File: config.mk
export PLATFORM = sky130hd
export DESIGN_NAME = dispatch_unit
export DESIGN_NICKNAME = d
export VERILOG_FILES = /design/src/dispatch_pkg.sv /design/src/fifo.sv /design/src/dispatch_router.sv /design/src/dispatch_unit.sv
export SDC_FILE = /design/constraint.sdc
export NUM_CORES = 1
export LEC_CHECK = 0
export BUFFER_PORTS_ARGS = -buffer_cell sky130_fd_sc_hd__buf_2
export CORE_ASPECT_RATIO = 1.75
export CORE_UTILIZATION = 50
export CTS_CLUSTER_DIAMETER = 30
export DETAILED_ROUTE_END_ITERATION = 7
export PLACE_DENSITY = 0.67
export SYNTH_ARGS = -nofsm -noshare
export SYNTH_HDL_FRONTEND = slang
export SYNTH_SLANG_ARGS = --single-unit
File: constraint.sdc
create_clock -name clk -period 5.9 [get_ports clk]
set_input_delay 0.59 -clock clk [delete_from_list [all_inputs] [get_ports clk]]
set_output_delay 0.59 -clock clk [all_outputs]
set_load 0.03 [all_outputs]
File: src/dispatch_pkg.sv
`default_nettype none

package dispatch_pkg;

    // instruction word and its major opcode field (low bits)
    localparam int inst_width = 32;
    localparam int opcode_width = 7;

    // program-order tag, wraps from 15 back to 0
    localparam int tag_width = 4;

    // issue queue entries carry the tag above the instruction word
    localparam int issue_entry_width = tag_width + inst_width;

    // queue depths
    localparam int inst_queue_depth = 8;
    localparam int issue_queue_depth = 4;

    // RISC-V major opcodes that the dispatch stage knows about
    typedef enum logic [opcode_width-1:0] {
        op_load    = 7'b0000011,
        op_store   = 7'b0100011,
        op_alu_imm = 7'b0010011,
        op_alu_reg = 7'b0110011,
        op_lui     = 7'b0110111,
        op_branch  = 7'b1100011,
        op_jal     = 7'b1101111
    } opcode_e;

    // where the head instruction is sent
    // loads and stores go to the memory queue, everything known goes to the alu queue,
    // and anything else is dropped
    typedef enum logic [1:0] {
        route_alu  = 2'd0,
        route_mem  = 2'd1,
        route_drop = 2'd2
    } route_e;

endpackage

`default_nettype wire

File: src/fifo.sv
`timescale 1ns/1ps
`default_nettype none

module fifo #(
    parameter int n_entries = 8,
    parameter int entry_width = 32
) (
    input wire logic clk,
    input wire logic rst_n,
    input wire logic flush,

    // enqueue side
    input wire logic enq_valid,
    input wire logic [entry_width-1:0] enq_data,
    output logic enq_ready,

    // dequeue side
    input wire logic deq_ready,
    output logic deq_valid,
    output logic [entry_width-1:0] deq_data
);

    // index width into the entry array
    localparam int ptr_width = $clog2(n_entries);

    // entry storage
    logic [entry_width-1:0] entries [n_entries];

    // pointer counters carry one extra bit so full and empty can be told apart
    logic [ptr_width:0] enq_ctr;
    logic [ptr_width:0] deq_ctr;

    // slot indices are the low bits of the counters
    logic [ptr_width-1:0] enq_ptr;
    logic [ptr_width-1:0] deq_ptr;

    // status
    logic same_slot;
    logic same_lap;
    logic fifo_empty;
    logic fifo_full;

    // handshake strobes
    logic enq;
    logic deq;

    assign enq_ptr = enq_ctr[ptr_width-1:0];
    assign deq_ptr = deq_ctr[ptr_width-1:0];

    assign same_slot = (enq_ptr == deq_ptr);
    assign same_lap = (enq_ctr[ptr_width] == deq_ctr[ptr_width]);

    // equal counters mean empty
    assign fifo_empty = same_slot && same_lap;
    // same slot but one lap apart means full
    assign fifo_full = same_slot && !same_lap;

    // enq_ready only looks at the full flag, a same-cycle dequeue does not help
    assign enq_ready = !fifo_full;
    assign deq_valid = !fifo_empty;

    // a transfer happens when both sides agree, flush cancels both
    assign enq = enq_valid && enq_ready && !flush;
    assign deq = deq_valid && deq_ready && !flush;

    // head entry read straight out of the array
    assign deq_data = entries[deq_ptr];

    // enqueue pointer
    always_ff @(posedge clk) begin
        if (!rst_n) begin
            enq_ctr <= '0;
        end else if (flush) begin
            enq_ctr <= '0;
        end else if (enq) begin
            enq_ctr <= enq_ctr + 1'b1;
        end
    end

    // dequeue pointer
    always_ff @(posedge clk) begin
        if (!rst_n) begin
            deq_ctr <= '0;
        end else if (flush) begin
            deq_ctr <= '0;
        end else if (deq) begin
            deq_ctr <= deq_ctr + 1'b1;
        end
    end

    // write the incoming entry into the slot at the enqueue pointer
    always_ff @(posedge clk) begin
        if (enq) begin
            entries[enq_ptr] <= enq_data;
        end
    end

endmodule

`default_nettype wire

File: src/dispatch_router.sv
`timescale 1ns/1ps
`default_nettype none

module dispatch_router (
    input wire logic clk,
    input wire logic rst_n,
    input wire logic flush,

    // head of the instruction queue
    input wire logic head_valid,
    input wire logic [dispatch_pkg::inst_width-1:0] head_inst,
    output logic head_ready,

    // alu issue queue enqueue side
    output logic alu_enq_valid,
    output logic [dispatch_pkg::issue_entry_width-1:0] alu_enq_data,
    input wire logic alu_enq_ready,

    // memory issue queue enqueue side
    output logic mem_enq_valid,
    output logic [dispatch_pkg::issue_entry_width-1:0] mem_enq_data,
    input wire logic mem_enq_ready,

    // one-cycle pulse after an unknown opcode is dropped
    output logic illegal_inst
);

    import dispatch_pkg::*;

    opcode_e opcode;
    route_e route;

    // program-order tag for the next legal instruction
    logic [tag_width-1:0] tag;

    // tagged entry, the same word goes to whichever queue is chosen
    logic [issue_entry_width-1:0] tagged_inst;

    logic target_ready;
    logic legal_move;
    logic drop_move;
    logic illegal_q;

    assign opcode = opcode_e'(head_inst[opcode_width-1:0]);

    // classify the head by its major opcode
    always_comb begin
        case (opcode)
            op_load, op_store: begin
                route = route_mem;
            end
            op_alu_imm, op_alu_reg, op_lui, op_branch, op_jal: begin
                route = route_alu;
            end
            default: begin
                route = route_drop;
            end
        endcase
    end

    assign tagged_inst = {tag, head_inst};

    // valid goes only toward the chosen queue, nothing moves during flush
    assign alu_enq_valid = head_valid && (route == route_alu) && !flush;
    assign mem_enq_valid = head_valid && (route == route_mem) && !flush;
    assign alu_enq_data = tagged_inst;
    assign mem_enq_data = tagged_inst;

    always_comb begin
        case (route)
            route_alu: target_ready = alu_enq_ready;
            route_mem: target_ready = mem_enq_ready;
            default: target_ready = 1'b1;
        endcase
    end

    // an illegal head needs no target and is always taken
    assign head_ready = target_ready && !flush;

    assign legal_move = (alu_enq_valid && alu_enq_ready) || (mem_enq_valid && mem_enq_ready);
    assign drop_move = head_valid && head_ready && (route == route_drop);

    // tag advances only for instructions that reach an issue queue
    always_ff @(posedge clk) begin
        if (!rst_n) begin
            tag <= '0;
        end else if (flush) begin
            tag <= '0;
        end else if (legal_move) begin
            tag <= tag + 1'b1;
        end
    end

    // drop report, high for the cycle after the edge that consumed the head
    always_ff @(posedge clk) begin
        if (!rst_n) begin
            illegal_q <= 1'b0;
        end else begin
            illegal_q <= drop_move;
        end
    end

    assign illegal_inst = illegal_q;

endmodule

`default_nettype wire

File: src/dispatch_unit.sv
`timescale 1ns/1ps
`default_nettype none

module dispatch_unit (
    input wire logic clk,
    input wire logic rst_n,
    input wire logic flush,

    // fetched instructions
    input wire logic inst_valid,
    input wire logic [dispatch_pkg::inst_width-1:0] inst,
    output logic inst_ready,

    // alu issue port
    output logic alu_valid,
    input wire logic alu_ready,
    output logic [dispatch_pkg::tag_width-1:0] alu_tag,
    output logic [dispatch_pkg::inst_width-1:0] alu_inst,

    // memory issue port
    output logic mem_valid,
    input wire logic mem_ready,
    output logic [dispatch_pkg::tag_width-1:0] mem_tag,
    output logic [dispatch_pkg::inst_width-1:0] mem_inst,

    output logic illegal_inst
);

    import dispatch_pkg::*;

    // instruction queue head
    logic head_valid;
    logic head_ready;
    logic [inst_width-1:0] head_inst;

    // router to issue queues
    logic alu_enq_valid;
    logic alu_enq_ready;
    logic [issue_entry_width-1:0] alu_enq_data;
    logic mem_enq_valid;
    logic mem_enq_ready;
    logic [issue_entry_width-1:0] mem_enq_data;

    // issue queue heads before the tag split
    logic [issue_entry_width-1:0] alu_deq_data;
    logic [issue_entry_width-1:0] mem_deq_data;

    fifo #(
        .n_entries(inst_queue_depth),
        .entry_width(inst_width)
    ) inst_queue (
        .clk(clk),
        .rst_n(rst_n),
        .flush(flush),
        .enq_valid(inst_valid),
        .enq_data(inst),
        .enq_ready(inst_ready),
        .deq_ready(head_ready),
        .deq_valid(head_valid),
        .deq_data(head_inst)
    );

    dispatch_router router_i (
        .clk(clk),
        .rst_n(rst_n),
        .flush(flush),
        .head_valid(head_valid),
        .head_inst(head_inst),
        .head_ready(head_ready),
        .alu_enq_valid(alu_enq_valid),
        .alu_enq_data(alu_enq_data),
        .alu_enq_ready(alu_enq_ready),
        .mem_enq_valid(mem_enq_valid),
        .mem_enq_data(mem_enq_data),
        .mem_enq_ready(mem_enq_ready),
        .illegal_inst(illegal_inst)
    );

    fifo #(
        .n_entries(issue_queue_depth),
        .entry_width(issue_entry_width)
    ) alu_queue (
        .clk(clk),
        .rst_n(rst_n),
        .flush(flush),
        .enq_valid(alu_enq_valid),
        .enq_data(alu_enq_data),
        .enq_ready(alu_enq_ready),
        .deq_ready(alu_ready),
        .deq_valid(alu_valid),
        .deq_data(alu_deq_data)
    );

    fifo #(
        .n_entries(issue_queue_depth),
        .entry_width(issue_entry_width)
    ) mem_queue (
        .clk(clk),
        .rst_n(rst_n),
        .flush(flush),
        .enq_valid(mem_enq_valid),
        .enq_data(mem_enq_data),
        .enq_ready(mem_enq_ready),
        .deq_ready(mem_ready),
        .deq_valid(mem_valid),
        .deq_data(mem_deq_data)
    );

    // tag sits above the instruction word
    assign alu_tag = alu_deq_data[issue_entry_width-1:inst_width];
    assign alu_inst = alu_deq_data[inst_width-1:0];
    assign mem_tag = mem_deq_data[issue_entry_width-1:inst_width];
    assign mem_inst = mem_deq_data[inst_width-1:0];

endmodule

`default_nettype wire

* Word-level counts from Yosys, hierarchy flattened
Memory sizes are Yosys's and may differ from the RTL's. A register that Yosys moved wholly into a read port is not among the register bits.
Index checks and enable logic that the tools add are counted.
** Word-level totals
- Memories :: 3
- Input bits :: 38
- Bits in writable memories :: 544
- Register bits :: 25
- Word-level logic and storage cells :: 87
- Output and inout bits :: 76
** Operators by class
- Bitwise logic cells :: 1
- Reductions and logical operators :: 39
- Add/sub/neg operators :: 7
- Eq/ne operators :: 15
- Muxes and demuxes :: 14
** Memories
- inst_queue.entries :: words 8, width 32, read ports 1, clocked after Yosys merged registers in 1, wr ports 1, RTL line fifo.sv:27 : logic [entry_width-1:0] entries [n_entries];
- alu_queue.entries :: words 4, width 36, read ports 1, clocked after Yosys merged registers in 1, wr ports 1, RTL line fifo.sv:27
- mem_queue.entries :: words 4, width 36, read ports 1, clocked after Yosys merged registers in 1, wr ports 1, RTL line fifo.sv:27
** Operators by type and width (count)
- logical AND 1 bit :: 24
- equality test 7 x 6 -> 1 bit, second input constant :: 3
- equality test 7 bit, second input constant :: 2
- adder 3 x 1 -> 3 bit, second input constant :: 4
- adder 4 x 1 -> 4 bit, second input constant :: 3
- zero test 1 bit :: 10
- 2-to-1 mux 2 bit :: 4
- equality test 7 x 2 -> 1 bit, second input constant :: 1
- equality test 7 x 5 -> 1 bit, second input constant :: 1
- 2-to-1 mux 1 bit :: 6
- 2-to-1 mux 3 bit :: 2
- OR reduction 5 bit :: 1
- equality test 2 bit :: 2
- case mux 2 bit (2 select lines) :: 1
- OR reduction 2 bit :: 2
- equality test 1 bit :: 3
- equality test 3 bit :: 1
- equality test 2 x 1 -> 1 bit, second input constant :: 1
- equality test 2 bit, second input constant :: 1
- zero test 2 bit :: 1
- case mux 1 bit (2 select lines) :: 1
- logical OR 1 bit :: 1
- NOT 1 bit :: 1

* Longest topological paths before layout
- Depth in word-level cells :: 10
- Depth in mapped cells :: 10
- Gate-level depth less buffers :: 8

* Hierarchy
A second synthesis with hierarchy kept.
** Second synthesis, totals
- Cell total of the unflattened synthesis :: 1082
- Area total of the unflattened synthesis :: 22759.3 um^2
** By module, submodules not included
- fifo at alu_queue ... :: sequential area each 4484.3 um^2, area an instance 5785.5 um^2, times used 2, cells each 256
- fifo at inst_queue :: sequential area each 7907.6 um^2, area an instance 10244.8 um^2, times used 1, cells each 448
- dispatch_router :: sequential area each 100.1 um^2, area an instance 943.4 um^2, times used 1, cells each 122

* Worst setup path before layout
OpenSTA, ideal clock, no wires.
- Path kind :: register to register
- Start :: register inst_queue.enq_ctr[1]
- End :: memory inst_queue.entries[8][0] (netlist: inst_queue.entries[4][0]) (enable)
- Data required time :: 5.432 ns
- Cell stages (with the launch flop) :: 6
- Arrival :: 3.756 ns
- Setup time :: 0.468 ns
- Path slack :: 1.676 ns
- Period minus slack after synthesis :: 4.224 ns
- Path buffers :: 1
- Cells stage by stage :: dfxtp_1 > clkbuf_1 > xor2_1 > o41ai_1 > or3_1 > nor3b_1
** Between the ends
- Cells in the longest elaborated chain, start to end :: 7
** RTL lines
- start: declaration :: RTL line fifo.sv:30 : logic [ptr_width:0] enq_ctr;
- start signal: assignment :: RTL line fifo.sv:76 : enq_ctr <= enq_ctr + 1'b1;
- equality test 3 bit :: RTL line fifo.sv:50 : assign same_slot = (enq_ptr == deq_ptr);
- logical AND 1 bit :: RTL line fifo.sv:56 : assign fifo_full = same_slot && !same_lap;
- zero test 1 bit :: RTL line fifo.sv:59 : assign enq_ready = !fifo_full;
- logical AND 1 bit (2 in a row) :: RTL line fifo.sv:63 : assign enq = enq_valid && enq_ready && !flush;
- 2-to-1 mux 1 bit :: RTL line fifo.sv:93 : if (enq) begin
- 2-to-1 mux 1 bit (not written as such) :: RTL line fifo.sv:94 : entries[enq_ptr] <= enq_data;
- end: declaration :: RTL line fifo.sv:27
Parallel ways exist; a longest one is shown, timed or not.

==> impl_metrics.ini <==
[synth]
synth_cell_type_count = 54
synth_area_per_cell_um2 = 22.4
ys_top_cells_by_area = edfxtp_1 75%, mux4_2 14%, dfxtp_1 2.9%
syn-num-nets = 1030
syn_area_mm2 = 0.0219
yosysMostFrequentCell = edfxtp_1
synth.largest_area_cell = edfxtp_1
synth-edff-count = 544
synth-seq-cells = 576
synth.yosys.seq_area_share_pct = 77.5
yosysTopAreaCellShare_pct = 74.6
syn_inst = 979
synth_ff_type = edfxtp_1
ys_warn_count = 0
yosys-top-cells-count = 544 x edfxtp_1, 132 x mux4_2, 32 x dfxtp_1
ys_async_sr_fraction_pct = 0

[min_path]
hold_path_depth = 2
hp-class = input pin to flip-flop
holdPathEnd = router_i.illegal_inst$_SDFF_PN0_
min-delay-start = rst_n

[setup_path]
critPathSlowestCell = dfxtp_2
critical_path_arrival_ps = 4490
crit_chain = buf_4 -> mux2_2 -> nor4_2 -> o211ai_1 -> a21boi_2 -> and2_2
cpPeakStageDelay_ps = 1010
worstPathMaxFanout = 37
rr_endpoint = alu_queue.entries[3][22]$_DFFE_PP_
required_ps = 6090
cp-start-kind = flip-flop
rr_worst_depth = 6
critical_path_class = flip-flop to flip-flop
critPathCaptureType = flip-flop
r2r_slack_ps = 1600

[routing]
viasPerCell = 5.62
first_iter_violations = 532
wl_per_cell_um = 23.5
first_pass_iters = 7
wl_um = 40600
postRouteAntennaNets = 0
route.detailed.drc = 0
vias = 9697

[pwr]
peakVddDrop_uv = 204
p_per_area_mw_per_mm2 = 324
p_leak_nw = 7.90

[floorplanning]
io_pins = 114
die_y_um = 279
rows = 101
core_mm2 = 0.0433
initial_core_util_pct = 50.5
fp.dieW_um = 160
die_area_mm2 = 0.0447

[grt]
grt_antenna_before_repair = 7
grt_pass1_wl_um = 61700
grt-ovfl-total = 0
grt_max_degree = 38
track_usage_pct = 18.8
first_global_vias = 10500

[placed_design]
port_buffers = 113
routabilityCongestion = 0.737
dp.final_hpwl_um = 24000

[clock_tree]
clock_latency_ps = 570
cts_setup_buffers = 0
cts_tree = done
path_clk_slew_ps = 70
clock_sinks = 576
clockBufferDepth = 3
cts-root-buf = clkbuf_16
htreeDepth = 2
cts_resized = 0
numCtsBuffers = 53
postCtsHoldBufs = 0

[timing]
worst_slew_pin_slew_ps = 1080
finalHoldViolations = 0
setup_viol = 0
holdWs_ps = 273
max_freq_mhz = 233
timing.setup.tns_ps = 0
finClkSkew_ps = 14.4
rsz0062_at_grt = false
maxSlewViolCount = 0
slew_headroom_pct = 28.2
fin_crit_sh_pct = 72.9
fin_crit_ps = 4300

[final_layout]
area_growth_pct = 13.7
layout-drive-gt1-share_pct = 34.8
n_fill_cell = 3113
nNetsFinal = 1169

[run_status]
status = finished, final reports clean

[job]
cap_violations = 0
-- per-stage QoR --
| step | utilization, % | instance area, µm² | setup slack, ps | power, mW | cells |
|---|---|---|---|---|---|
| 6_report | 57.4 | 24900 | 1600 | 8.07 | 1725 |
| 5_1_grt | 57.4 | 24900 | 1260 | 8.28 | 1725 |
| 4_1_cts | 57.4 | 24900 | 1510 | 8.13 | 1724 |
| 3_5_place_dp | 53.3 | 23100 | 1520 | 4.71 | 1629 |
| 3_3_place_gp | 53.3 | 23100 | 1590 | 4.71 | 1629 |
| 2_1_floorplan | - | 21900 | 1680 | 4.65 | 979 |
-- flip-flops by register name, summed over array words and instances, names as in the netlist, named ones only --
| signal | count |
|---|---|
| alu_queue.enq_ctr | 3 |
| mem_queue.entries | 144 |
| mem_queue.enq_ctr | 3 |
| inst_queue.deq_ctr | 4 |
| router_i.illegal_inst | 1 |
| inst_queue.enq_ctr | 4 |
| mem_queue.deq_ctr | 3 |
| alu_queue.deq_ctr | 3 |
| alu_queue.entries | 144 |
| inst_queue.entries | 256 |
| router_i.tag | 4 |
-- logic make-up after synthesis --
family | Yosys count | share of synthesized area, %
DFF | 576 | 77.5
muxes | 172 | 16.0
and+or+nand+nor | 116 | 2.71
buffers and inverters | 52 | 1.17
AOI/OAI and AO/OA | 30 | 1.08
xor gates and xnor gates | 20 | 0.800
adders and majority gates | 13 | 0.743
-- layout by cell type (no fill, tap or decap), types with 5 or more instances in the layout --
cell       Yosys  routed
dfxtp_1       32      25
xnor2_1        5       5
o211ai_1       5       5
nand2_1       29      29
mux2i_1        5       5
bufinv_16      0       7
buf_2          2     113
inv_6          0       5
xor2_1        15      15
inv_1          9       9
edfxtp_1     544     544
clkbuf_16      0      54
mux4_2       132     132
dfxtp_2        0       6
a21oi_1        8       8
nand3_1       20      20
clkinv_2       0       6
nor2_1        27      25
mux2_2        28      28
ha_1          13      13
and2_2         0       8
clkinv_1       0      11
buf_4          0      13
-- report_power, final --
part	internal (mW)	switching, mW
sequential	4.48	0.00775
clock	2.00	1.45
combinational	0.0457	0.0914
total	6.52	1.55
-- cell type report --
type / count / area (µm²) / share of cell area [%]
diodes: 1 / 2.50 / 0.0101
clock buffers: 57 / 1360 / 5.47
clock inverters: 38 / 419 / 1.68
inverters: 10 / 37.5 / 0.151
multi-input cells: 351 / 4720 / 18.9
flip-flops and latches: 576 / 17000 / 68.2
well taps: 566 / 708 / 2.84
repair buffers: 126 / 663 / 2.66
-- worst max path at each step --
stage,start,to,slack (ps),cells past startpoint
after floorplan,inst_queue.enq_ctr[1]$_SDFFE_PP0P_,inst_queue.entries[4][0]$_DFFE_PP_,1680,5
after global placement,flip-flop,alu_queue.entries[0][23]$_DFFE_PP_,1590,6
after detailed placement,flip-flop,alu_queue.entries[0][22]$_DFFE_PP_,1520,6
after CTS,flip-flop,alu_queue.entries[0][22]$_DFFE_PP_,1510,6
after global routing,flip-flop,alu_queue.entries[0][22]$_DFFE_PP_,1260,7
final,flip-flop,alu_queue.entries[3][22]$_DFFE_PP_,1600,6
-- layer usage --
layer  vias to the layer above  track usage [%]  routed length, µm
met4                        10             6.81               1130
met3                        77             3.03               1660
met2                       221             35.8              22800
met1                      5047             20.8              14900
li1                       4342                -                  -
met5                         -                0                 67
-- worst max-delay path, delay by kind of cell (launching register included) --
family | cells | cell delay, ps
flip-flops | 1 | 1010
AND/OR/NAND/NOR | 2 | 1210
AO/OA/AOI/OAI | 2 | 600
buffers and inverters | 1 | 500
multiplexers | 1 | 490
(Power assumes the default switching activity.)
